[src/dwnld_macros.svh]
// Memory map of the download stream
// Region starts are byte offsets in the stream, and the main CPU starts at 0
// The region order is fixed: main, sound, scroll, objects, PCM, then the PROMs
// Bytes at or above the PROM start never reach SDRAM

`ifndef DWNLD_MACROS_SVH
`define DWNLD_MACROS_SVH

// Address widths, SDRAM word address and host byte address
`define DWNLD_AW        22
`define DWNLD_IOCTL_AW  25

// SDRAM region starts
`define DWNLD_SND_START 22'h01_0000
`define DWNLD_SCR_START 22'h01_2000
`define DWNLD_OBJ_START 22'h01_6000
`define DWNLD_PCM_START 22'h01_E000

// First byte sent to the colour PROMs
`define DWNLD_PROM_START 25'h02_E000

`endif

[src/dwnld_pkg.sv]
// Types shared by the ROM download pipeline stages
// Region codes are 3 bits wide, and the order of the literals is not significant
// A byte is read raw for code and samples, or as two 4-bit pixels for graphics

`default_nettype none

package dwnld_pkg;

    // Destination of each downloaded byte
    typedef enum logic [2:0] {
        REG_MAIN,
        REG_SND,
        REG_SCR,
        REG_OBJ,
        REG_PCM,
        REG_PROM
    } dwnld_region_e;

    // Two packed pixels, high nibble first
    typedef struct packed {
        logic [3:0] pix_hi;
        logic [3:0] pix_lo;
    } dwnld_pix_t;

    // Same 8 bits decoded as a plain byte or as a pixel pair
    typedef union packed {
        logic [7:0] raw;
        dwnld_pix_t pix;
    } dwnld_byte_u;

endpackage

`default_nettype wire

[src/dwnld_stage_if.sv]
// One decoded download byte passed between pipeline stages
// An item moves on a rising edge where valid and ready are both high
// The source keeps valid and the payload steady until the item moves
// The mask is active low, one bit per SDRAM byte lane

`default_nettype none
`timescale 1ns/10ps

`include "dwnld_macros.svh"

interface dwnld_stage_if;
    import dwnld_pkg::*;

    logic                 valid;
    logic                 ready;
    dwnld_region_e        region;
    logic [`DWNLD_AW-1:0] addr;
    // Active low lane enables
    logic [1:0]           mask;
    dwnld_byte_u          data;

    modport source (
        output valid,
        output region,
        output addr,
        output mask,
        output data,
        input  ready
    );

    modport sink (
        input  valid,
        input  region,
        input  addr,
        input  mask,
        input  data,
        output ready
    );

endinterface

`default_nettype wire

[src/dwnld_pixel_xform.sv]
// Second pipeline stage, holds one item
// Scroll and object bytes get their two pixel nibbles swapped
// All other regions pass the byte through as it came in

`default_nettype none
`timescale 1ns/10ps

module dwnld_pixel_xform (
    input  logic          clk,
    input  logic          arst_n,
    dwnld_stage_if.sink   in_if,
    dwnld_stage_if.source out_if
);
    import dwnld_pkg::*;

    dwnld_byte_u xf_byte;
    logic        take;

    assign in_if.ready = !out_if.valid || out_if.ready;
    assign take        = in_if.valid && in_if.ready;

    always_comb begin
        if (in_if.region == REG_SCR || in_if.region == REG_OBJ) begin
            xf_byte.pix.pix_hi = in_if.data.pix.pix_lo;
            xf_byte.pix.pix_lo = in_if.data.pix.pix_hi;
        end else begin
            xf_byte.raw = in_if.data.raw;
        end
    end

    always_ff @(posedge clk or negedge arst_n) begin
        if (!arst_n) begin
            out_if.valid <= 1'b0;
        end else if (in_if.ready) begin
            out_if.valid <= in_if.valid;
        end
    end

    always_ff @(posedge clk) begin
        if (take) begin
            out_if.region <= in_if.region;
            out_if.addr   <= in_if.addr;
            out_if.mask   <= in_if.mask;
            out_if.data   <= xf_byte;
        end
    end

    // Writer may stall for many cycles on the SDRAM acknowledge
    hold_while_stalled: assert property (@(posedge clk) disable iff (!arst_n)
        out_if.valid && !out_if.ready |=> out_if.valid
            && $stable({out_if.region, out_if.addr, out_if.mask, out_if.data}))
        else $error("s_xf item changed while stalled");

endmodule

`default_nettype wire

[src/dwnld_prog_writer.sv]
// Last pipeline stage that drives the SDRAM program port and the PROM strobe
// prog_we stays high with a fixed payload until sdram_ack is sampled high
// prom_we is a single-cycle strobe with no acknowledge
// A new item is taken only when idle

`default_nettype none
`timescale 1ns/10ps

`include "dwnld_macros.svh"

module dwnld_prog_writer (
    input  logic                 clk,
    input  logic                 arst_n,
    dwnld_stage_if.sink          in_if,
    input  logic                 sdram_ack,
    output logic [`DWNLD_AW-1:0] prog_addr,
    output logic [7:0]           prog_data,
    output logic [1:0]           prog_mask,
    output logic                 prog_we,
    output logic                 prom_we
);
    import dwnld_pkg::*;

    // FSM states
    localparam logic [1:0] ST_IDLE = 2'd0;
    localparam logic [1:0] ST_ACK  = 2'd1;
    localparam logic [1:0] ST_PROM = 2'd2;

    logic [1:0] state;
    logic       take;

    assign in_if.ready = (state == ST_IDLE);
    assign take        = in_if.valid && in_if.ready;

    // Strobes come straight from the state register
    assign prog_we = (state == ST_ACK);
    assign prom_we = (state == ST_PROM);

    always_ff @(posedge clk or negedge arst_n) begin
        if (!arst_n) begin
            state <= ST_IDLE;
        end else begin
            case (state)
                ST_IDLE: begin
                    if (take) begin
                        state <= (in_if.region == REG_PROM) ? ST_PROM : ST_ACK;
                    end
                end
                ST_ACK: begin
                    if (sdram_ack) begin
                        state <= ST_IDLE;
                    end
                end
                ST_PROM: begin
                    state <= ST_IDLE;
                end
                default: begin
                    state <= ST_IDLE;
                end
            endcase
        end
    end

    always_ff @(posedge clk) begin
        if (take) begin
            prog_addr <= in_if.addr;
            prog_data <= in_if.data.raw;
            prog_mask <= in_if.mask;
        end
    end

    we_exclusive: assert property (@(posedge clk) disable iff (!arst_n)
        !(prog_we && prom_we))
        else $error("prog_we and prom_we high together");

endmodule

`default_nettype wire

[src/dwnld_region_decode.sv]
// First pipeline stage, takes host bytes and classifies them by address
// A byte is taken when ioctl_wr is high while downloading is high
// The host must keep ioctl_wr low while wr_busy is high, or the byte is lost
// SDRAM bytes get a word address and one lane, PROM bytes a relative address

`default_nettype none
`timescale 1ns/10ps

`include "dwnld_macros.svh"

module dwnld_region_decode (
    input  logic                       clk,
    input  logic                       arst_n,
    input  logic                       downloading,
    input  logic                       ioctl_wr,
    input  logic [`DWNLD_IOCTL_AW-1:0] ioctl_addr,
    input  logic [7:0]                 ioctl_dout,
    output logic                       wr_busy,
    dwnld_stage_if.source              out_if
);
    import dwnld_pkg::*;

    // Region starts widened to the host address
    localparam logic [`DWNLD_IOCTL_AW-1:0] SND_START  = `DWNLD_SND_START;
    localparam logic [`DWNLD_IOCTL_AW-1:0] SCR_START  = `DWNLD_SCR_START;
    localparam logic [`DWNLD_IOCTL_AW-1:0] OBJ_START  = `DWNLD_OBJ_START;
    localparam logic [`DWNLD_IOCTL_AW-1:0] PCM_START  = `DWNLD_PCM_START;
    localparam logic [`DWNLD_IOCTL_AW-1:0] PROM_START = `DWNLD_PROM_START;

    dwnld_region_e        dec_region;
    logic [`DWNLD_AW-1:0] dec_addr;
    logic [1:0]           dec_mask;
    logic                 byte_in;
    logic                 can_load;

    assign byte_in  = downloading && ioctl_wr;
    // Slot is free, or its item leaves on this edge
    assign can_load = !out_if.valid || out_if.ready;
    assign wr_busy  = out_if.valid && !out_if.ready;

    always_comb begin
        if (ioctl_addr >= PROM_START) begin
            dec_region = REG_PROM;
        end else if (ioctl_addr < SND_START) begin
            dec_region = REG_MAIN;
        end else if (ioctl_addr < SCR_START) begin
            dec_region = REG_SND;
        end else if (ioctl_addr < OBJ_START) begin
            dec_region = REG_SCR;
        end else if (ioctl_addr < PCM_START) begin
            dec_region = REG_OBJ;
        end else begin
            dec_region = REG_PCM;
        end
    end

    always_comb begin
        if (dec_region == REG_PROM) begin
            dec_addr = `DWNLD_AW'(ioctl_addr - PROM_START);
            dec_mask = 2'b11;
        end else begin
            // 16-bit SDRAM words, even bytes go in the low lane
            dec_addr = ioctl_addr[`DWNLD_AW:1];
            dec_mask = ioctl_addr[0] ? 2'b01 : 2'b10;
        end
    end

    always_ff @(posedge clk or negedge arst_n) begin
        if (!arst_n) begin
            out_if.valid <= 1'b0;
        end else if (can_load) begin
            out_if.valid <= byte_in;
        end
    end

    always_ff @(posedge clk) begin
        if (can_load && byte_in) begin
            out_if.region   <= dec_region;
            out_if.addr     <= dec_addr;
            out_if.mask     <= dec_mask;
            out_if.data.raw <= ioctl_dout;
        end
    end

    // Host flow control across the module boundary
    host_respects_busy: assert property (@(posedge clk) disable iff (!arst_n)
        byte_in |-> !wr_busy)
        else $error("host write while wr_busy is high");

    region_known: assert property (@(posedge clk) disable iff (!arst_n)
        out_if.valid |-> !$isunknown(out_if.region))
        else $error("unknown region on decoded item");

endmodule

`default_nettype wire

[src/dwnld_top.sv]
// ROM download path from the host byte stream to SDRAM and PROM writes
// Three stages: region decode, pixel transform, program writer
// Up to three bytes in flight, and they leave in arrival order
// The host must hold ioctl_wr low while wr_busy is high

`default_nettype none
`timescale 1ns/10ps

`include "dwnld_macros.svh"

module dwnld_top (
    input  logic                       clk,
    input  logic                       arst_n,
    input  logic                       downloading,
    input  logic [`DWNLD_IOCTL_AW-1:0] ioctl_addr,
    input  logic [7:0]                 ioctl_dout,
    input  logic                       ioctl_wr,
    input  logic                       sdram_ack,
    output logic                       wr_busy,
    output logic [`DWNLD_AW-1:0]       prog_addr,
    output logic [7:0]                 prog_data,
    output logic [1:0]                 prog_mask,
    output logic                       prog_we,
    output logic                       prom_we
);

    // Decode to transform, and transform to writer
    dwnld_stage_if s_dec ();
    dwnld_stage_if s_xf ();

    dwnld_region_decode u_decode (
        .clk         ( clk         ),
        .arst_n      ( arst_n      ),
        .downloading ( downloading ),
        .ioctl_wr    ( ioctl_wr    ),
        .ioctl_addr  ( ioctl_addr  ),
        .ioctl_dout  ( ioctl_dout  ),
        .wr_busy     ( wr_busy     ),
        .out_if      ( s_dec       )
    );

    dwnld_pixel_xform u_xform (
        .clk    ( clk    ),
        .arst_n ( arst_n ),
        .in_if  ( s_dec  ),
        .out_if ( s_xf   )
    );

    dwnld_prog_writer u_writer (
        .clk       ( clk       ),
        .arst_n    ( arst_n    ),
        .in_if     ( s_xf      ),
        .sdram_ack ( sdram_ack ),
        .prog_addr ( prog_addr ),
        .prog_data ( prog_data ),
        .prog_mask ( prog_mask ),
        .prog_we   ( prog_we   ),
        .prom_we   ( prom_we   )
    );

endmodule

`default_nettype wire

[config.mk]
export PLATFORM = sky130hd
export DESIGN_NAME = dwnld_top
export DESIGN_NICKNAME = d
export VERILOG_FILES = /design/src/dwnld_pkg.sv /design/src/dwnld_stage_if.sv /design/src/dwnld_pixel_xform.sv /design/src/dwnld_prog_writer.sv /design/src/dwnld_region_decode.sv /design/src/dwnld_top.sv
export VERILOG_INCLUDE_DIRS = /design/src
export SDC_FILE = /design/constraint.sdc
export NUM_CORES = 1
export LEC_CHECK = 0
export ABC_AREA = 1
export BUFFER_PORTS_ARGS = -buffer_cell sky130_fd_sc_hd__buf_2
export CORE_MARGIN = 2
export CORE_UTILIZATION = 54
export CTS_CLUSTER_DIAMETER = 150
export DETAILED_ROUTE_END_ITERATION = 16
export GPL_TIMING_DRIVEN = 0
export PLACE_DENSITY = 0.78
export SLEW_MARGIN = 15
export SYNTH_ARGS = -nofsm -noshare
export SYNTH_HDL_FRONTEND = slang
export SYNTH_SLANG_ARGS = --single-unit
[constraint.sdc]
create_clock -name clk -period 3.4 [get_ports clk]
set_input_delay 0.17 -clock clk [delete_from_list [all_inputs] [get_ports clk]]
set_output_delay 0.17 -clock clk [all_outputs]
set_load 0.05 [all_outputs]
* Word-level counts from Yosys, hierarchy flattened
Index checks and enable logic that the tools add are counted.
Storage, ports and cells: logic and storage cells 53, register bits 106, input bits 38, output and inout port bits 35
Operators by class: order comparisons 5, add/sub/neg operators 1, reduce and logical (&&, ||, !) cells 13, multiplexer cells 12, equal/unequal tests 8
Operator list (count):
- $lt A25 B17 Y1 const B | 4
- $ge A25 B18 Y1 const B | 1
- $mux W22 | 1
- $sub A22 B18 Y22 const B | 1
- $mux W3 | 5
- $mux W2 | 4
- $mux W8 | 1
- $eq A3 B2 Y1 const B | 2
- $eq A3 B3 Y1 const B | 2
- $logic_and A1 B1 Y1 | 5
- $ne A2 B2 Y1 const B | 2
- $pmux W2 S2 | 1
- $logic_not A1 Y1 | 3
- $logic_or A1 B1 Y1 | 3
- $eq A2 B1 Y1 const B | 1
- $eq A2 B2 Y1 const B | 1
- $logic_not A2 Y1 | 1
- $reduce_and A2 Y1 | 1

* Longest topological paths before layout
Gate-level depths: netlist (run 1).
depth in word-level cells 8, gate-level depth with buffers 9, gate-level depth less buffers 8

* Hierarchy
From an unflattened synthesis (run 1), not the netlist that was laid out.
Unflattened totals: cell total of the unflattened synthesis 308, area total of the unflattened synthesis 4129.0 um2
By module, submodules not included:
- dwnld_region_decode | times used 1, area each 1830.5 um2, sequential area each 1076.0 um2, cells an instance 192
- dwnld_pixel_xform | times used 1, area each 1222.4 um2, sequential area each 1076.0 um2, cells an instance 68
- dwnld_prog_writer | times used 1, area each 1076.0 um2, sequential area each 1011.0 um2, cells an instance 48

* Worst setup path after synthesis (run 1)
No wires, ideal clock.
kind reg-to-reg, from reg u_writer.state[1], to reg u_xform.out_if.addr[0] (enable), library setup time 0.427 ns, data required time 2.973 ns, period minus slack after synthesis 2.503 ns, path slack 0.897 ns, arrival 2.076 ns, cell stages (with the launch flop) 4, cell sequence dfrtp_1 > nor2_1 > nor2_1 > nor2_1
Between the ends: word-level cells in the longest chain between the ends 3
RTL lines:
- from (decl) | RTL line dwnld_prog_writer.sv:29 | logic [1:0] state;
- from (signal assigned) | RTL line dwnld_prog_writer.sv:46 | state <= (in_if.region == REG_PROM) ? ST_PROM : ST_ACK;
- $logic_not A2 Y1 | RTL line dwnld_prog_writer.sv:32 | assign in_if.ready = (state == ST_IDLE);
- $logic_or A1 B1 Y1 | RTL line dwnld_pixel_xform.sv:19 | assign in_if.ready = !out_if.valid || out_if.ready;
- $logic_and A1 B1 Y1 | RTL line dwnld_pixel_xform.sv:20 | assign take = in_if.valid && in_if.ready;
- named net u_xform.take | RTL line dwnld_pixel_xform.sv:17 | logic take;
- to (decl) | RTL line dwnld_stage_if.sv:25 | output addr,
The timed path passes the listed nets, and every way through them passes these cells. A chain may end at the register's enable or synchronous reset.

* Worst setup path in the final report (run 1)
from reg u_writer.state[0], to reg u_decode.out_if.addr[1] (enable)
Between the ends: word-level cells in the longest chain between the ends 4
RTL lines:
- $logic_not A2 Y1 | RTL line dwnld_prog_writer.sv:32
- $logic_or A1 B1 Y1 | RTL line dwnld_pixel_xform.sv:19
- $logic_or A1 B1 Y1 | RTL line dwnld_region_decode.sv:38 | assign can_load = !out_if.valid || out_if.ready;
- $logic_and A1 B1 Y1 | RTL line dwnld_region_decode.sv:77 | if (can_load && byte_in) begin
- to (signal assigned) | RTL line dwnld_region_decode.sv:79 | out_if.addr <= dec_addr;
- to (decl) | RTL line dwnld_stage_if.sv:25
Every way passes these cells.

==> results.sh, run 1 <==
export IMPL_status="completed"
export IMPL_grt_usage_pct=14.95
export IMPL_yosysTopAreaCell="edfxtp_1"
export IMPL_clk_latency_ns=0.35
export IMPL_worst_slew_pin_slew_ns=0.7231
export IMPL_cts_root_buf="clkbuf_8"
export IMPL_hold_viol_final=0
export IMPL_synth_nets=298
export IMPL_final_common_cell="edfxtp_1"
export IMPL_grt_pass1_wl_mm=8.625
export IMPL_crit_slowest_cell="inv_2"
export IMPL_core_area_mm2=0.007137
export IMPL_netlist_area_mm2=0.003907
export IMPL_boundaryPins=73
export IMPL_grt_ovfl_total=0
export IMPL_reg2regPathDepth=5
export IMPL_intPower_uw=2169
export IMPL_fin_crit_ns=1.849
export IMPL_crit_required_ns=3.39
export IMPL_crit_chain="nor2_1 > nor2_1 > nand2_1 > nand3_1 > inv_2"
export IMPL_fin_cells=456
export IMPL_nets=392
export IMPL_layout_common_cells="edfxtp_1 (102), buf_2 (72), nand2_1 (55)"
export IMPL_hold_depth=2
export IMPL_cts_sinks=106
export IMPL_hold_class="in -> reg"
export IMPL_cts_resized=0
export IMPL_numCtsBuffers=9
export IMPL_via_per_inst=4.743
export IMPL_place_worst_setup_slack_ns=1.348
export IMPL_start_util_pct=54.75
export IMPL_syn2layout_area_growth_pct=20.88
export IMPL_dieHeight_um=89.07
export IMPL_cts_htree_levels=3
export IMPL_maxSlewHeadroom_pct=51.72
export IMPL_postLayoutCellArea_mm2=0.004723
export IMPL_switchingPower_uw=1030
export IMPL_p_clk_share_pct=23.4
export IMPL_cp_top_family="buffers and inverters"
export IMPL_critPathKind="reg -> reg"
export IMPL_drt_iter0_markers=69
export IMPL_p_leak_uw=0.001861
export IMPL_grt_max_degree=36
export IMPL_place_gp_congestion=0.7642
export IMPL_setup_viol=0
export IMPL_yosysSeqAreaShare_pct=80.95
export IMPL_cpPeakStageDelay_ns=0.55
export IMPL_worstPathArrival_ns=1.84
export IMPL_fp_row_count=31
export IMPL_max_freq_ghz=0.5409
export IMPL_maxCapViolCount=0
export IMPL_path_depth=5
export IMPL_power_share_switching_pct=32.19
export IMPL_yosys_top_cells_area="edfxtp_1 (78%), nand2_1 (5.3%), o21ai_0 (3.1%)"
export IMPL_period_share_pct=54.38
export IMPL_finalSetupTns_ns=0
export IMPL_crit_path_frequent_cell="nor2_1"
export IMPL_via_count=2163
export IMPL_cts_hold_buf=10
export IMPL_yosysTopAreaCellShare_pct=78.39
export IMPL_syn_avg_cell_area_um2=15.15
export IMPL_numPortBuffers=72
export IMPL_cp_start_kind="flip-flop"
export IMPL_p_seq_share_pct=54.3
export IMPL_dp_hpwl_mm=3.994
export IMPL_ys_warn_count=0
export IMPL_antenna_found_initial=0
export IMPL_finalPower_uw=3199
export IMPL_ys_types=25
export IMPL_ir_drop_mv=0.3045
export IMPL_path_max_fanout=35
export IMPL_finClkSkew_ns=0.01078
export IMPL_avgRoutedWirePerCell_um=12.55
export IMPL_dpl_cell_area_mm2=0.004419
export IMPL_combPwrFrac_pct=22.3
export IMPL_crit_path_end_kind="flip-flop"
export IMPL_drv_slew=0
export IMPL_cp_buffers_inverters=1
export IMPL_setup_slack_ns=1.551
export IMPL_dr_pass1_iters=4
export IMPL_rsz0062_at_grt="false"
export IMPL_clk_pin_slew_ns=0.09
export IMPL_p_per_area_mw_per_mm2=677.2
export IMPL_clk_path_buf_depth=2
export IMPL_wl_mm=5.721
export IMPL_dieArea_mm2=0.007933
export IMPL_drive_above_1_share_pct=29.13
export IMPL_ys_ff_latch=106
export IMPL_n_fill_cell=555
export IMPL_synth_cells=258
export IMPL_drc=0
export IMPL_dp_cells=430
export IMPL_grt_pass1_vias=1899
export IMPL_cts_setup_buffers=0
export IMPL_antennaDiodeCount=0
export IMPL_drtAntennaViolNets=0
export IMPL_die_x_um=89.07
export IMPL_cts_tree="done"
==> final timing paths <==
check | to | slack [ns] | start
min | u_decode.out_if.mask[1] | 0.07 | ioctl_addr[0]
max reg2reg | u_decode.out_if.addr[1] | 1.55 | u_writer.state[0]
min reg2reg | u_writer.prog_addr[19] | 0.42 | u_xform.out_if.addr[19]
max in group asynchronous | u_writer.state[1] | 3.13 | arst_n
max | u_decode.out_if.addr[1] | 1.55 | u_writer.state[0]
min in group asynchronous | u_decode.out_if.valid | 0.15 | arst_n
==> logic make-up after synthesis <==
logic type | after synthesis | share of synthesized area, %
fa+ha+maj | 2 | 0.6403
simple gates | 82 | 9.318
buf+inv | 31 | 3.650
compound gates | 34 | 4.771
xor+xnor | 3 | 0.6726
flops | 106 | 80.95
==> layer usage <==
metal  track usage [%]  share of wire, %  up-vias
met5                 0                 0        -
met4             7.327              0.91        0
met3             2.678               5.4        5
met2             25.44                51       68
met1             18.62                43      998
li1                  -                 -     1092
==> Yosys cell counts <==
library cell and instances:
nor2_8 1, o31ai_1 1, nand3_1 6, ha_1 2
nor3_1 2, nand3_2 1, nor2_1 12, buf_8 1
inv_1 24, o211ai_1 1, nand2_1 55, clkbuf_1 2
nand3b_1 1, dfrtp_1 4, o21ai_0 24, edfxtp_1 102
a21oi_2 3, nand2_4 1, nand2_2 2, buf_6 2
inv_2 2, xnor2_1 1, xor2_1 2, nor2_4 1
a21oi_1 5
==> metrics by stage <==
| stage | hold slack, ns | util (%) |
|---|---|---|
| after floorplan | -0.1256 | - |
| after global placement | -0.02531 | 61.54 |
| after detailed placement | -0.01946 | 61.92 |
| after CTS | 0.05889 | 66.18 |
| after global routing | 0.06471 | 66.18 |
| final | 0.07266 | 66.18 |
==> sequential cells by signal, summed over array words and instances, names as in the netlist, 3 cells and up <==
name and cells:
u_decode.out_if.addr 22, u_decode.out_if.data 8, u_decode.out_if.region 3, u_writer.prog_addr 22
u_writer.prog_data 8, u_xform.out_if.addr 22, u_xform.out_if.data 8, u_xform.out_if.region 3
==> power groups by stage <==
stage,clock (µW),sequential [µW],combinational (µW)
2_1_floorplan,0,2110,181
3_3_place_gp,0,1770,682
3_5_place_dp,0,1770,709
4_1_cts,769,1740,719
5_1_grt,818,1760,761
6_report,748,1740,712
==> cell type report <==
type	count	area (µm²)	share of cell area (%)
multi-input combinational	121	609.3	12.90
clock inverter	6	76.32	1.616
buffer	5	45.04	0.9536
clock buffer	10	127.6	2.702
inverter	26	97.59	2.066
timing repair buffer	83	480.5	10.17
sequential	106	3163	66.97
tap	99	123.9	2.623
(Power assumes the default switching activity.)
==> run 2: changes to the inputs <==
==> constraint.sdc (replaced) <==
create_clock -name clk -period 1.9 [get_ports clk]
set_input_delay 0.095 -clock clk [delete_from_list [all_inputs] [get_ports clk]]
set_output_delay 0.095 -clock clk [all_outputs]
set_load 0.05 [all_outputs]
==> run 2 against run 1 <==
Net effect:
- setup slack got worse by 1.4 ns
- wire length increased by 8.3%
- final cell count increased by 0.44%
- clock power increased by 82%
- register-to-register slack got worse by 1.4 ns
- power increased by 80%
- maximum frequency increased by 8.7%
- sequential share of layout area decreased by 0.25 points
- clock skew increased by 0.0047 ns
- critical endpoint is now u_decode.out_if.addr[17]
==> results.sh, run 2 (same netlist as run 1, synthesis figures left out) <==
export IMPL_finClkSkew_ns=0.01551
export IMPL_final_common_cell="edfxtp_1"
export IMPL_dpl_cell_area_mm2=0.004399
export IMPL_grt_ovfl_total=0
export IMPL_dp_cells=429
export IMPL_start_util_pct=54.75
export IMPL_period_share_pct=89.56
export IMPL_setup_viol=0
export IMPL_via_count=2194
export IMPL_core_area_mm2=0.007137
export IMPL_grt_use_met1_pct=18.67
export IMPL_drtAntennaViolNets=0
export IMPL_regToRegEndpoint="u_decode.out_if.addr[17]"
export IMPL_wl_mm=6.198
export IMPL_ir_drop_mv=0.4434
export IMPL_worstReg2RegStart="u_writer.state[0]"
export IMPL_crit_chain="nor2_1 > nor2_2 > nand2_1 > nand3_1 > inv_4"
export IMPL_avgRoutedWirePerCell_um=13.53
export IMPL_rsz0062_at_grt="true"
export IMPL_worstPathArrival_ns=1.71
export IMPL_numCtsBuffers=9
export IMPL_via_per_inst=4.790
export IMPL_nets=394
export IMPL_met3_usage_pct=4.986
export IMPL_grt_usage_pct=16.42
export IMPL_layout_common_cells="edfxtp_1 (102), buf_2 (72), nand2_1 (55)"
export IMPL_grt_max_degree=36
export IMPL_cpPeakStageDelay_ns=0.41
export IMPL_antenna_found_initial=0
export IMPL_dp_hpwl_mm=4.059
export IMPL_dieHeight_um=89.07
export IMPL_p_leak_uw=0.001858
export IMPL_worst_slew_pin_slew_ns=0.6591
export IMPL_p_per_area_mw_per_mm2=1216
export IMPL_reg_largest_list="u_decode.out_if.addr: 22 flops, u_writer.prog_addr: 22 flops, u_xform.out_if.addr: 22 flops"
export IMPL_clk_latency_ns=0.36
export IMPL_postLayoutCellArea_mm2=0.004741
export IMPL_fin_cells=458
export IMPL_fp_row_count=31
export IMPL_met2_usage_pct=29.24
export IMPL_status="completed"
export IMPL_regToRegSetupSlack_ns=0.20
export IMPL_place_gp_congestion=0.8388
export IMPL_reg2regPathDepth=5
export IMPL_crit_path_end_kind="flip-flop"
export IMPL_grt_pass1_vias=2136
export IMPL_max_freq_ghz=0.5877
export IMPL_cts_setup_buffers=0
export IMPL_hold_viol_final=0
export IMPL_cp_start_kind="flip-flop"
export IMPL_cts_root_buf="clkbuf_8"
export IMPL_busiest_layer="met2"
export IMPL_critPathKind="reg -> reg"
export IMPL_maxCapViolCount=0
export IMPL_grt_pass1_wl_mm=9.459
export IMPL_cts_tree="done"
export IMPL_drive_above_1_share_pct=29.25
export IMPL_multi_input_area_um2=623.1
export IMPL_drt_iter0_markers=127
export IMPL_path_max_fanout=35
export IMPL_crit_required_ns=1.91
export IMPL_hold_class="in -> reg"
export IMPL_regArea_mm2=0.003163
export IMPL_clk_path_buf_depth=2
export IMPL_maxSlewHeadroom_pct=55.96
export IMPL_n_fill_cell=549
export IMPL_numPortBuffers=72
export IMPL_dr_pass1_iters=4
export IMPL_dieArea_mm2=0.007933
export IMPL_drc=0
export IMPL_cp_startpoint="u_writer.state[0]"
export IMPL_drv_slew=0
export IMPL_endpoint="u_decode.out_if.addr[17]"
export IMPL_crit_slowest_cell="dfrtp_1"
export IMPL_cts_htree_levels=3
export IMPL_finish_utilization_pct=66.43
export IMPL_fin_crit_ns=1.702
export IMPL_antennaDiodeCount=0
export IMPL_clk_pin_slew_ns=0.09
export IMPL_cts_sinks=106
export IMPL_boundaryPins=73
export IMPL_syn2layout_area_growth_pct=21.33
export IMPL_die_x_um=89.07
[run 2: through the flow]
stage	hold WS [ns]	total power (µW)	setup WS, ns	TNS [ns]
finish	0.01751	5767	0.1984	0
global placement	-0.1002	4385	-0.3261	-11.45
global route	0.01664	6021	-0.01482	-0.01482
floorplan	-0.2006	4098	0.01699	0
CTS	0.001221	5793	0.03494	0
detailed placement	-0.09291	4428	-0.1024	-1.886
[run 2: what timing repair did]
item                                   CTS  global route
resized for setup                        1             4
endpoints found under the hold margin   15             0
setup endpoints to repair               33            71
hold buffers                            12             0
cloned                                   0             1
[run 2: worst min-delay path by stage]
stage,slack [ns],end,cells past startpoint,from
after CTS,0.001,u_decode.out_if.addr[6],3,ioctl_addr[7]
after global placement,-0.10,u_writer.state[0],1,arst_n
after floorplan,-0.20,u_decode.out_if.valid,0,arst_n
final,0.02,u_decode.out_if.addr[4],3,ioctl_addr[5]
after detailed placement,-0.09,u_decode.out_if.valid,1,arst_n
after global routing,0.02,u_decode.out_if.addr[6],3,ioctl_addr[7]
[run 2: per-layer routing]
metal	routed length [µm]	up-vias
li1	-	1094
met1	2562	1014
met2	3202	78
met3	342	8
met4	91	0
met5	0	-
[run 2: where the power goes]
part / switching, µW / internal (µW)
combinational: 1060 / 233
clock: 738 / 623
sequential: 92.9 / 3020
[run 2: cell type report]
type	count	area share, %
clock inverter	7	1.636
timing repair buffer	84	10.13
sequential	106	66.72
buffer	5	0.9501
tap	99	2.613
inverter	26	2.191
clock buffer	9	2.613
multi-input combinational	122	13.14
[run 2: worst max-delay path: cells and delay by family (launching register included)]
kind	cells	cell delay, ns
flops	1	0.41
buf+inv	1	0.37
simple gates	4	0.57
